File: config.mk
export PLATFORM = sky130hd
export DESIGN_NAME = dtim
export DESIGN_NICKNAME = d
export VERILOG_FILES = /design/src/design/dtim_pkg.sv /design/src/design/dtim_ram_if.sv /design/src/design/dtim_ram.sv /design/src/design/dtim_ctrl.sv /design/src/design/dtim.sv
export SDC_FILE = /design/constraint.sdc
export NUM_CORES = 2
export LEC_CHECK = 0
export ABC_AREA = 0
export BUFFER_PORTS_ARGS = -buffer_cell sky130_fd_sc_hd__buf_2
export CAP_MARGIN = 15
export CORE_ASPECT_RATIO = 1.25
export CORE_MARGIN = 2
export CORE_UTILIZATION = 41
export CTS_CLUSTER_DIAMETER = 120
export CTS_CLUSTER_SIZE = 30
export DETAILED_ROUTE_END_ITERATION = 7
export GPL_TIMING_DRIVEN = 0
export PLACE_DENSITY = 0.57
export SLEW_MARGIN = 20
export SYNTH_ARGS = -nofsm -noshare
export SYNTH_HDL_FRONTEND = slang
export SYNTH_SLANG_ARGS = --single-unit
export TNS_END_PERCENT = 1
File: constraint.sdc
create_clock -name clk -period 27.6 [get_ports clk]
set_input_delay 1.38 -clock clk [delete_from_list [all_inputs] [get_ports clk]]
set_output_delay 1.38 -clock clk [all_outputs]
set_load 0.1 [all_outputs]
File: src/design/dtim_pkg.sv
`default_nettype none

package dtim_pkg;

  //////////////////////////////////////////////////
  // Bus types

  typedef logic [31:0] word_t;    // Data word
  typedef logic [31:0] addr_t;    // Byte address
  typedef logic [3:0]  strb_t;    // Byte strobes, nonzero means store

  //////////////////////////////////////////////////
  // Default geometry

  localparam int DTIM_DEPTH = 4;  // Index bits
  localparam int DTIM_WIDTH = 2;  // Log2 of words per line

  localparam addr_t DTIM_BASE = 32'h0000_1000;  // First address served
  localparam addr_t DTIM_TOP  = 32'h0000_2000;  // First address past the window

  //////////////////////////////////////////////////
  // Controller FSM

  typedef enum logic [2:0] {
    LOOKUP,   // Idle, classifies the front request
    FILL,     // Line fetch from backing memory
    BYPASS,   // Single word access to backing memory
    UPDATE,   // Answer after a line write
    FENCE     // Lock sweep over all indices
  } ctrl_state_e;

endpackage

`default_nettype wire

File: src/design/dtim_ram_if.sv
`timescale 1ns/1ps
`default_nettype none

interface dtim_ram_if #(
  parameter int DEPTH = dtim_pkg::DTIM_DEPTH,
  parameter int W = 1
);

  logic             wen;
  logic [DEPTH-1:0] waddr;
  logic [DEPTH-1:0] raddr;
  logic [W-1:0]     wdata;
  logic [W-1:0]     rdata;  // Registered, one cycle after raddr

  modport ctrl (
    output wen, waddr, raddr, wdata,
    input  rdata
  );

  modport array (
    input  wen, waddr, raddr, wdata,
    output rdata
  );

endinterface

`default_nettype wire

File: src/design/dtim_ram.sv
`timescale 1ns/1ps
`default_nettype none

module dtim_ram #(
  parameter int DEPTH = dtim_pkg::DTIM_DEPTH,
  parameter int W = 1
) (
  input logic       clk,
  dtim_ram_if.array bus
);

  logic [W-1:0] mem [0:2**DEPTH-1] = '{default: '0};
  logic [W-1:0] rdata_q = '0;

  assign bus.rdata = rdata_q;

  always_ff @(posedge clk) begin
    if (bus.wen) begin
      mem[bus.waddr] <= bus.wdata;
    end
    rdata_q <= mem[bus.raddr];  // Old data on a same-cycle write
  end

  // Write index comes from the controller's front register
  a_waddr_known: assert property (
    @(posedge clk) bus.wen |-> !$isunknown(bus.waddr)
  );

endmodule

`default_nettype wire

File: src/design/dtim_ctrl.sv
`timescale 1ns/1ps
`default_nettype none

module dtim_ctrl #(
  parameter int DEPTH = dtim_pkg::DTIM_DEPTH,
  parameter int WIDTH = dtim_pkg::DTIM_WIDTH,
  parameter dtim_pkg::addr_t BASE_ADDR = dtim_pkg::DTIM_BASE,
  parameter dtim_pkg::addr_t TOP_ADDR = dtim_pkg::DTIM_TOP
) (
  input  logic            clk,
  input  logic            rst,
  input  logic            req_valid,
  input  logic            req_fence,
  input  dtim_pkg::addr_t req_addr,
  input  dtim_pkg::word_t req_wdata,
  input  dtim_pkg::strb_t req_wstrb,
  output logic            resp_ready,
  output dtim_pkg::word_t resp_rdata,
  output logic            mem_valid,
  output dtim_pkg::addr_t mem_addr,
  output dtim_pkg::word_t mem_wdata,
  output dtim_pkg::strb_t mem_wstrb,
  input  logic            mem_ready,
  input  dtim_pkg::word_t mem_rdata,
  dtim_ram_if.ctrl        tag_bus,
  dtim_ram_if.ctrl        line_bus,
  dtim_ram_if.ctrl        lock_bus
);

  localparam int TAG_W   = 30 - DEPTH - WIDTH;
  localparam int WORDS   = 2 ** WIDTH;
  localparam int IDX_LSB = WIDTH + 2;
  localparam int TAG_LSB = DEPTH + WIDTH + 2;

  typedef logic [TAG_W-1:0] tag_t;
  typedef logic [DEPTH-1:0] idx_t;
  typedef logic [WIDTH-1:0] off_t;
  typedef dtim_pkg::word_t [WORDS-1:0] line_t;

  // Front register, holds the request until it is answered
  logic            f_valid;
  logic            f_fence;
  dtim_pkg::addr_t f_addr;
  tag_t            f_tag;
  idx_t            f_idx;
  off_t            f_off;
  dtim_pkg::word_t f_wdata;
  dtim_pkg::strb_t f_wstrb;
  logic            f_store;

  dtim_pkg::ctrl_state_e state;
  dtim_pkg::ctrl_state_e state_next;
  off_t  cnt;     // Fill beat
  idx_t  sweep;   // Fence index
  line_t line_q;  // Fill buffer and last written line
  line_t line_rd;
  line_t fill_line;
  line_t line_wdata;
  idx_t  rd_idx;
  logic  in_window;
  logic  locked;
  logic  tag_match;
  logic  go_fill;
  logic  go_bypass;
  logic  bypass_path;
  logic  line_wen;

  function automatic line_t merge_word(line_t line, off_t off, dtim_pkg::word_t wdata,
                                       dtim_pkg::strb_t strb);
    line_t res;
    res = line;
    for (int b = 0; b < 4; b++) begin
      if (strb[b]) begin
        res[off][8*b +: 8] = wdata[8*b +: 8];
      end
    end
    return res;
  endfunction

  //////////////////////////////////////////////////
  // Front

  always_ff @(posedge clk) begin
    if (!rst) begin
      f_valid <= 1'b0;
      f_fence <= 1'b0;
    end else begin
      f_valid <= req_valid;
      f_fence <= req_valid & req_fence;
    end
  end

  always_ff @(posedge clk) begin
    if (req_valid) begin
      f_addr  <= req_addr;
      f_tag   <= req_addr[31:TAG_LSB];
      f_idx   <= req_addr[TAG_LSB-1:IDX_LSB];
      f_off   <= req_addr[IDX_LSB-1:2];
      f_wdata <= req_wdata;
      f_wstrb <= req_wstrb;
    end
  end

  assign f_store = |f_wstrb;
  assign rd_idx  = req_valid ? req_addr[TAG_LSB-1:IDX_LSB] : f_idx;  // Data lines up next cycle

  assign tag_bus.raddr  = rd_idx;
  assign line_bus.raddr = rd_idx;
  assign lock_bus.raddr = rd_idx;

  //////////////////////////////////////////////////
  // Back FSM

  assign line_rd   = line_bus.rdata;
  assign in_window = (f_addr >= BASE_ADDR) && (f_addr < TOP_ADDR);
  assign locked    = lock_bus.rdata[0];
  assign tag_match = (tag_bus.rdata == f_tag);

  always_comb begin
    fill_line      = line_q;
    fill_line[cnt] = mem_rdata;  // Incoming beat
  end

  // Loads carry zero strobes and pass through unchanged
  assign line_wdata = merge_word((state == dtim_pkg::FILL) ? fill_line : line_rd,
                                 f_off, f_wdata, f_wstrb);

  always_comb begin
    state_next = state;
    go_fill    = 1'b0;
    go_bypass  = 1'b0;
    line_wen   = 1'b0;
    resp_ready = 1'b0;
    resp_rdata = '0;
    case (state)
      dtim_pkg::LOOKUP: begin
        if (f_valid) begin
          if (f_fence) begin
            state_next = dtim_pkg::FENCE;
          end else if (!in_window || (locked && !tag_match)) begin
            go_bypass  = 1'b1;
            state_next = dtim_pkg::BYPASS;
          end else if (!locked) begin
            go_fill    = 1'b1;  // First touch claims the index
            state_next = dtim_pkg::FILL;
          end else if (f_store) begin
            line_wen   = 1'b1;
            state_next = dtim_pkg::UPDATE;
          end else begin
            resp_ready = 1'b1;
            resp_rdata = line_rd[f_off];
          end
        end
      end
      dtim_pkg::FILL: begin
        if (mem_ready && cnt == '1) begin
          line_wen   = 1'b1;  // Store miss merges here
          state_next = dtim_pkg::UPDATE;
        end
      end
      dtim_pkg::BYPASS: begin
        resp_ready = mem_ready;
        resp_rdata = f_store ? '0 : mem_rdata;
        if (mem_ready) begin
          state_next = dtim_pkg::LOOKUP;
        end
      end
      dtim_pkg::UPDATE: begin
        resp_ready = 1'b1;
        resp_rdata = f_store ? '0 : line_q[f_off];
        state_next = dtim_pkg::LOOKUP;
      end
      dtim_pkg::FENCE: begin
        if (sweep == '1) begin
          resp_ready = 1'b1;
          state_next = dtim_pkg::LOOKUP;
        end
      end
      default: begin
        state_next = dtim_pkg::LOOKUP;
      end
    endcase
  end

  always_ff @(posedge clk) begin
    if (!rst) begin
      state <= dtim_pkg::LOOKUP;
      cnt   <= '0;
      sweep <= '0;
    end else begin
      state <= state_next;
      if (state == dtim_pkg::FILL && mem_ready) begin
        cnt <= cnt + off_t'(1);  // Wraps back to zero after the last beat
      end
      if (state == dtim_pkg::FENCE) begin
        sweep <= sweep + idx_t'(1);
      end
    end
  end

  always_ff @(posedge clk) begin
    if (line_wen) begin
      line_q <= line_wdata;
    end else if (state == dtim_pkg::FILL && mem_ready) begin
      line_q <= fill_line;
    end
  end

  //////////////////////////////////////////////////
  // Array writes and memory side

  assign tag_bus.wen    = line_wen;
  assign tag_bus.waddr  = f_idx;
  assign tag_bus.wdata  = f_tag;
  assign line_bus.wen   = line_wen;
  assign line_bus.waddr = f_idx;
  assign line_bus.wdata = line_wdata;
  assign lock_bus.wen   = line_wen | (state == dtim_pkg::FENCE);
  assign lock_bus.waddr = (state == dtim_pkg::FENCE) ? sweep : f_idx;
  assign lock_bus.wdata = (state == dtim_pkg::FENCE) ? 1'b0 : 1'b1;

  assign bypass_path = go_bypass | (state == dtim_pkg::BYPASS);

  assign mem_valid = go_fill | bypass_path | (state == dtim_pkg::FILL);
  assign mem_addr  = bypass_path ? f_addr : {f_tag, f_idx, cnt, 2'b00};
  assign mem_wdata = f_wdata;
  assign mem_wstrb = bypass_path ? f_wstrb : '0;

  a_mem_addr_stable: assert property (
    @(posedge clk) disable iff (!rst)
    mem_valid && !mem_ready |=> $stable(mem_addr)
  );

  a_resp_pulse: assert property (
    @(posedge clk) disable iff (!rst)
    resp_ready |=> !resp_ready
  );

endmodule

`default_nettype wire

File: src/design/dtim.sv
`timescale 1ns/1ps
`default_nettype none

module dtim #(
  parameter int DEPTH = dtim_pkg::DTIM_DEPTH,
  parameter int WIDTH = dtim_pkg::DTIM_WIDTH,
  parameter dtim_pkg::addr_t BASE_ADDR = dtim_pkg::DTIM_BASE,
  parameter dtim_pkg::addr_t TOP_ADDR = dtim_pkg::DTIM_TOP
) (
  input  logic            clk,
  input  logic            rst,
  input  logic            req_valid,
  input  logic            req_fence,
  input  dtim_pkg::addr_t req_addr,
  input  dtim_pkg::word_t req_wdata,
  input  dtim_pkg::strb_t req_wstrb,
  output logic            resp_ready,
  output dtim_pkg::word_t resp_rdata,
  output logic            mem_valid,
  output dtim_pkg::addr_t mem_addr,
  output dtim_pkg::word_t mem_wdata,
  output dtim_pkg::strb_t mem_wstrb,
  input  logic            mem_ready,
  input  dtim_pkg::word_t mem_rdata
);

  localparam int TAG_W  = 30 - DEPTH - WIDTH;
  localparam int LINE_W = 32 * (2 ** WIDTH);

  dtim_ram_if #(.DEPTH(DEPTH), .W(TAG_W))  tag_bus ();
  dtim_ram_if #(.DEPTH(DEPTH), .W(LINE_W)) line_bus ();
  dtim_ram_if #(.DEPTH(DEPTH), .W(1))      lock_bus ();  // Claimed index flags

  dtim_ram #(.DEPTH(DEPTH), .W(TAG_W)) u_tag_ram (
    .clk (clk),
    .bus (tag_bus)
  );

  dtim_ram #(.DEPTH(DEPTH), .W(LINE_W)) u_line_ram (
    .clk (clk),
    .bus (line_bus)
  );

  dtim_ram #(.DEPTH(DEPTH), .W(1)) u_lock_ram (
    .clk (clk),
    .bus (lock_bus)
  );

  dtim_ctrl #(
    .DEPTH     (DEPTH),
    .WIDTH     (WIDTH),
    .BASE_ADDR (BASE_ADDR),
    .TOP_ADDR  (TOP_ADDR)
  ) u_ctrl (
    .clk        (clk),
    .rst        (rst),
    .req_valid  (req_valid),
    .req_fence  (req_fence),
    .req_addr   (req_addr),
    .req_wdata  (req_wdata),
    .req_wstrb  (req_wstrb),
    .resp_ready (resp_ready),
    .resp_rdata (resp_rdata),
    .mem_valid  (mem_valid),
    .mem_addr   (mem_addr),
    .mem_wdata  (mem_wdata),
    .mem_wstrb  (mem_wstrb),
    .mem_ready  (mem_ready),
    .mem_rdata  (mem_rdata),
    .tag_bus    (tag_bus),
    .line_bus   (line_bus),
    .lock_bus   (lock_bus)
  );

endmodule

`default_nettype wire

## Word level (Yosys, flattened, before mapping)

Memories as Yosys holds them, arrays and structs flattened. A register that Yosys moved wholly into a read port is not among the register bits.
Index checks and enable logic that the tools add are counted.

| cells by class | value |
|---|---|
| mux-type cells | 75 |
| bitwise logic cells | 5 |
| eq/ne operators | 12 |
| add/subtract/negate cells | 2 |
| magnitude comparators | 6 |
| reduce and logical (&&, ||, !) cells | 13 |

Operators with widths:

| kind | count |
|---|---|
| $mux 128 | 7 |
| $bwmux 128 | 5 |
| $mux 32 | 12 |
| $demux 32 s2 | 5 |
| $bmux 32 s2 | 2 |
| $pmux 32 s3 | 1 |
| $ge 32x13->1 const B | 1 |
| $lt 32x14->1 const B | 1 |
| $mux 1 | 26 |
| $eq 24x24->1 | 1 |
| $mux 24 | 1 |
| $mux 3 | 8 |
| $mux 16 | 1 |
| $mux 4 | 3 |
| $pmux 3 s4 | 1 |
| $mux 8 | 1 |
| $eq 3x2->1 const B | 2 |
| $logic_and 1x1->1 | 6 |
| $lt 2x3->1 const B | 2 |
| $ne 2x1->1 const B | 3 |
| $ne 5x2->1 const B | 1 |
| $reduce_and 5->1 | 1 |
| $add 4x1->4 const B | 1 |
| $eq 4x4->1 const B | 1 |
| 15 further kinds | 20 |

| word-level totals | value |
|---|---|
| memories kept | 3 |
| bits in registers | 237 |
| input bits | 105 |
| word-level logic and storage cells | 131 |
| memory bits (writable) | 2448 |

Memories:

| name | words | width | read ports | clocked after memory_dff | write ports | line | RTL |
|---|---|---|---|---|---|---|---|
| u_line_ram.mem | 16 | 128 | 1 | 1 | 1 | dtim_ram.sv:12 | `logic [W-1:0] mem [0:2**DEPTH-1] = '{default: '0};` |
| u_tag_ram.mem | 16 | 24 | 1 | 1 | 1 | dtim_ram.sv:12 |  |
| u_lock_ram.mem | 16 | 1 | 1 | 1 | 1 | dtim_ram.sv:12 |  |

## Depth between registers and ports, before layout

| depth | value |
|---|---|
| depth in word-level cells | 15 |
| mapped depth | 10 |
| gate-level depth less buffers | 7 |

## Modules after synthesis

From an unflattened synthesis, not the netlist that was laid out.

| unflattened totals | value |
|---|---|
| cell total of the unflattened synthesis | 5402 |
| area total of the unflattened synthesis | 110875.1 um2 |

Modules (own cells, without submodules):

| module | area each (um2) | cells each | sequential area each (um2) | times used |
|---|---|---|---|---|
| dtim_ram at u_line_ram | 79331.1 | 3365 | 64061.4 | 1 |
| dtim_ctrl | 15867.7 | 1354 | 6185.9 | 1 |
| dtim_ram at u_tag_ram | 14930.6 | 636 | 12011.5 | 1 |
| dtim_ram at u_lock_ram | 745.7 | 47 | 500.5 | 1 |

## Worst setup path before layout

Ideal clock, no wire load.

| timing path | value |
|---|---|
| path kind | input to register |
| start | input mem_ready |
| end | memory u_line_ram.mem[0][0] (netlist bit), enable pin |
| data required time | 26.512 ns |
| path buffers | 0 |
| stages | 3 |
| path slack | 9.411 ns |
| arrival | 17.101 ns |
| path through | and3_1 nor2_1 nor4b_1 |

| on the way | value |
|---|---|
| word-level cells in the longest chain between the ends | 5 |

Ends and longest elaborated chain:

| item | line | RTL |
|---|---|---|
| start: declaration | dtim.sv:23 | `input logic mem_ready,` |
| $logic_and 1x1->1 | dtim_ctrl.sv:156 | `if (mem_ready && cnt == '1) begin` |
| $mux 1 | dtim_ctrl.sv:156 |  |
| $pmux 1 s2 | dtim_ctrl.sv:135 | `case (state)` |
| $mux 1 | dtim_ram.sv:18 | `if (bus.wen) begin` |
| $mux 1 (not written as such) | dtim_ram.sv:19 | `mem[bus.waddr] <= bus.wdata;` |
| end: declaration | dtim_ram.sv:12 |  |

Every way passes these cells.

## Final worst setup path

| timing path | value |
|---|---|
| start | register u_ctrl.f_tag[22], in the netlist u_ctrl.tag_bus.wdata[22] |
| end | output resp_rdata[6] |

| on the way | value |
|---|---|
| word-level cells in the longest chain between the ends | 8 |

Ends and longest elaborated chain:

| item | line | RTL |
|---|---|---|
| start: declaration | dtim_ctrl.sv:44 | `tag_t f_tag;` |
| start signal: assignment | dtim_ctrl.sv:96 | `f_tag <= req_addr[31:TAG_LSB];` |
| $eq 24x24->1 | dtim_ctrl.sv:117 | `assign tag_match = (tag_bus.rdata == f_tag);` |
| $logic_not 1->1 | dtim_ctrl.sv:140 | `end else if (!in_window \|\| (locked && !tag_match)) begin` |
| $logic_and 1x1->1 | dtim_ctrl.sv:140 |  |
| $logic_or 1x1->1 | dtim_ctrl.sv:140 |  |
| $mux 32 | dtim_ctrl.sv:140 |  |
| $mux 32 | dtim_ctrl.sv:138 | `if (f_fence) begin` |
| $mux 32 | dtim_ctrl.sv:137 | `if (f_valid) begin` |
| $pmux 32 s3 | dtim_ctrl.sv:135 |  |
| end: declaration | dtim.sv:18 | `output dtim_pkg::word_t resp_rdata,` |

Every way passes these cells.

==> reports/metrics.csv <==
stage,metric,value,unit
final_layout,layout_common_cells,"edfxtp_1, nand2_1, mux4_2",
final_layout,drive_above_1_share,0.217,
yosys,syn-num-nets,6782,
pwr,combPwrFrac,0.142,
pwr,pwr-share-clk,0.247,
clocking,clk_latency,0.85,ns
route,post_drt_wl_per_cell,35.2,um
final_layout,final_common_cell,edfxtp_1,
sta,post-route-min-period,7.84,ns
hold_path,min_path_type,flop to flop,
pwr,ir_drop,0.0542,mV
floorplan,dieArea,278000,um^2
worst_setup_path,crit_chain,xor2_1 > nor4_1 > nand4_1 > nor2_1 > nand4_1 > clkbuf_1 > o22ai_1 > buf_2,
sta,tightest_slew,1.26,ns
hold_path,hold-path-cell-count,2,
yosys,synth_ff_type,edfxtp_1,
clocking,cts_resized,0,
sta,slew_headroom,0.158,
worst_setup_path,critPathLaunchType,flop,
global_route,grt_first_pass_wirelength,536000,um
worst_setup_path,cpPeakStageDelay,0.98,ns
sta,period_share,0.284,
clocking,postCtsHoldBufs,0,
pwr,total_power,8.25,mW
global_route,antenna_found_initial,69,
route,wirelength,395000,um
worst_setup_path,crit_required,26.22,ns
clocking,htreeDepth,3,
hold_path,min-delay-start,u_ctrl.sweep[1],
final_layout,regArea,82800,um^2
sta,slew_violations,0,
placed_design,portBuffers,206,
run_status,status,"complete, no violations",
route,first_iter_violations,8771,
clocking,cts_tree,yes,
yosys,syn_area,112000,um^2
yosys,ys_warn_count,0,
worst_setup_path,cp.arrival,6.46,ns
worst_setup_path,critPathLaunch,u_ctrl.tag_bus.wdata[22],
worst_setup_path,critical_path_class,flop to output pin,
placed_design,routabilityCongestion,0.989,
pwr,switching_share,0.279,
yosys,postSynthCellCount,6672,
global_route,grt_pass1_vias,65800,
route,drtPass1Iterations,7,
route,post_drt_via_cell_ratio,5.98,
floorplan,rows,214,
yosys,yosysSeqAreaShare,0.737,
yosys,synth_edf_count,2644,
sta,hold_viol,0,
job,maxCapViolations,0,
route,drc,0,
pwr,powerDensity,65.8,nW/um^2
final_layout,nFillCells,23600,
clocking,clk_pin_slew,0.12,ns
sta,finalClockSkew,0.0695,ns
floorplan,core,272000,um^2
clocking,postCtsSetupRepairBufs,0,
worst_setup_path,reg2reg_depth,19,
floorplan,ios,207,
yosys,avgSynthCellArea,16.8,um^2
sta,rsz0062_at_grt,false,
yosys,async_reset_ff_frac,0,
floorplan,die_x,472,um
placed_design,hpwl,300000,um
pwr,leakage,41.8,nW
pwr,power_frac_seq,0.610,
sta,setup_viol,0,
clocking,cts_max_path_buffers,3,
clocking,cts_buffers,105,
final_layout,final_nets,7627,
floorplan,initial_core_util,0.413,
pwr,switchingPower,2.30,mW
final_layout,syn_to_final_growth,11.8,%
worst_setup_path,path_common_cell,nand4_1,
sta,worst_slack,19.76,ns
global_route,grt-ovfl-total,0,
worst_setup_path,endpoint_kind,output pin,
worst_setup_path,r2r_start,u_ctrl.tag_bus.wdata[22],
placed_design,dp_slack,20.54,ns
clocking,root_buffer,clkbuf_16,
yosys,ys_ff_latch,2812,
worst_setup_path,crit_slowest_cell,o22ai_1,
route,ant_nets,0,
pwr,p_int,5.95,mW
floorplan,die_h,589,um
route,vias,67100,
clocking,cts_sinks,2812,
sta,fmax,128,MHz
global_route,grt_max_degree,42,
final_layout,multi_input_area,27200,um^2
yosys,synth_cell_type_count,55,
worst_setup_path,path_max_fanout,20,
global_route,grtUsageTotal,0.279,
stage by stage:
step                      utilization  cell area, um^2  hold WS, ns  instances  TNS [ns]
after floorplan                     -           112000        0.485       6672         0
after global placement          0.433           118000        0.512      10400  -8854.83
after detailed placement        0.449           122000        0.525      11000         0
after CTS                       0.461           125000        0.544      11200         0
after global routing            0.461           125000        0.581      11200         0
final                           0.461           125000        0.556      11200         0
sequential cells by signal, summed over array words and instances, names as in the netlist:
name                   cells
u_ctrl.cnt                 2
u_line_ram.mem          2048
u_ctrl.f_addr              8
u_ctrl.mem_wdata          32
u_tag_ram.mem            384
u_ctrl.line_bus.waddr      4
u_tag_ram.bus.rdata       24
u_ctrl.f_fence             1
u_lock_ram.bus.rdata       1
u_ctrl.tag_bus.wdata      24
u_ctrl.f_valid             1
u_ctrl.f_wstrb             4
u_ctrl.line_q            128
u_ctrl.sweep               4
u_ctrl.state               3
u_line_ram.bus.rdata     128
u_lock_ram.mem            16
critical path, delay by kind of cell, from the launching register on:
family                    cells  cell delay (ns)
xor gates and xnor gates      1             0.38
and+or+nand+nor               4             2.06
buffers and inverters         2             1.27
AOI/OAI and AO/OA             1             0.98
DFF                           1             0.91
power by group through the flow:
stage | Sequential, mW | Combinational [mW] | Clock, mW
after floorplan | 5.03 | 0.629 | 0
after global placement | 5.13 | 1.10 | 0
after detailed placement | 5.12 | 1.16 | 0
after CTS | 5.03 | 1.17 | 2.07
after global routing | 5.03 | 1.23 | 2.20
final | 5.04 | 1.17 | 2.04
cell usage after synthesis, types with 9 or more instances:
master	instances	area [um^2]
buf_2	116	581
edfxtp_1	2644	79400
nor2_1	119	447
mux2_4	24	360
and3_1	198	1240
o22ai_1	33	206
and2_1	18	113
o21ai_0	39	195
dfxtp_1	168	3360
clkbuf_1	268	1010
nor4_1	17	106
nand2_1	1212	4550
mux2_2	40	450
nor3_1	53	265
mux4_2	500	11300
buf_1	54	203
inv_1	135	507
buf_6	9	101
nand3_1	119	596
a21oi_1	105	526
a211oi_1	97	728
mux2i_1	264	2640
buf_4	17	128
a31oi_1	155	970
xor2_1	22	193
a311oi_1	176	1540
routing by layer:
| layer | vias up | track usage | part of all wire |
|---|---|---|---|
| met5 | - | 0 | 0.00035 |
| met4 | 20 | 0.164 | 0.068 |
| met3 | 700 | 0.0439 | 0.078 |
| met2 | 3387 | 0.465 | 0.49 |
| met1 | 35400 | 0.346 | 0.37 |
| li1 | 27600 | - | - |
path summary, 6_finish.rpt:
path                               end  slack [ns]
setup / recovery         resp_rdata[6]       19.76
hold / removal         u_ctrl.sweep[1]        0.56
setup reg to reg  u_line_ram.mem[8][5]       20.81
hold reg to reg        u_ctrl.sweep[1]        0.56
layout make-up:
class / count / share of cell area
Clock buffer: 178 / 0.0235
Timing Repair Buffer: 738 / 0.0421
Buffer: 465 / 0.0164
Tap cell: 3564 / 0.0355
Clock inverter: 9 / 0.000878
Multi-Input combinational cell: 3258 / 0.217
Sequential cell: 2812 / 0.660
Inverter: 137 / 0.00410
Antenna cell: 50 / 0.000997
cell families after synthesis:
group                      after synthesis  share of synthesized area
buffers and inverters                  602                     0.0226
adders and majority gates                5                   0.000557
and+or+nand+nor                       1770                     0.0674
muxes                                  829                      0.131
xor gates and xnor gates                27                    0.00211
AOI/OAI and AO/OA                      627                     0.0387
DFF                                   2812                      0.737
Power figures use the tool's default switching activity.
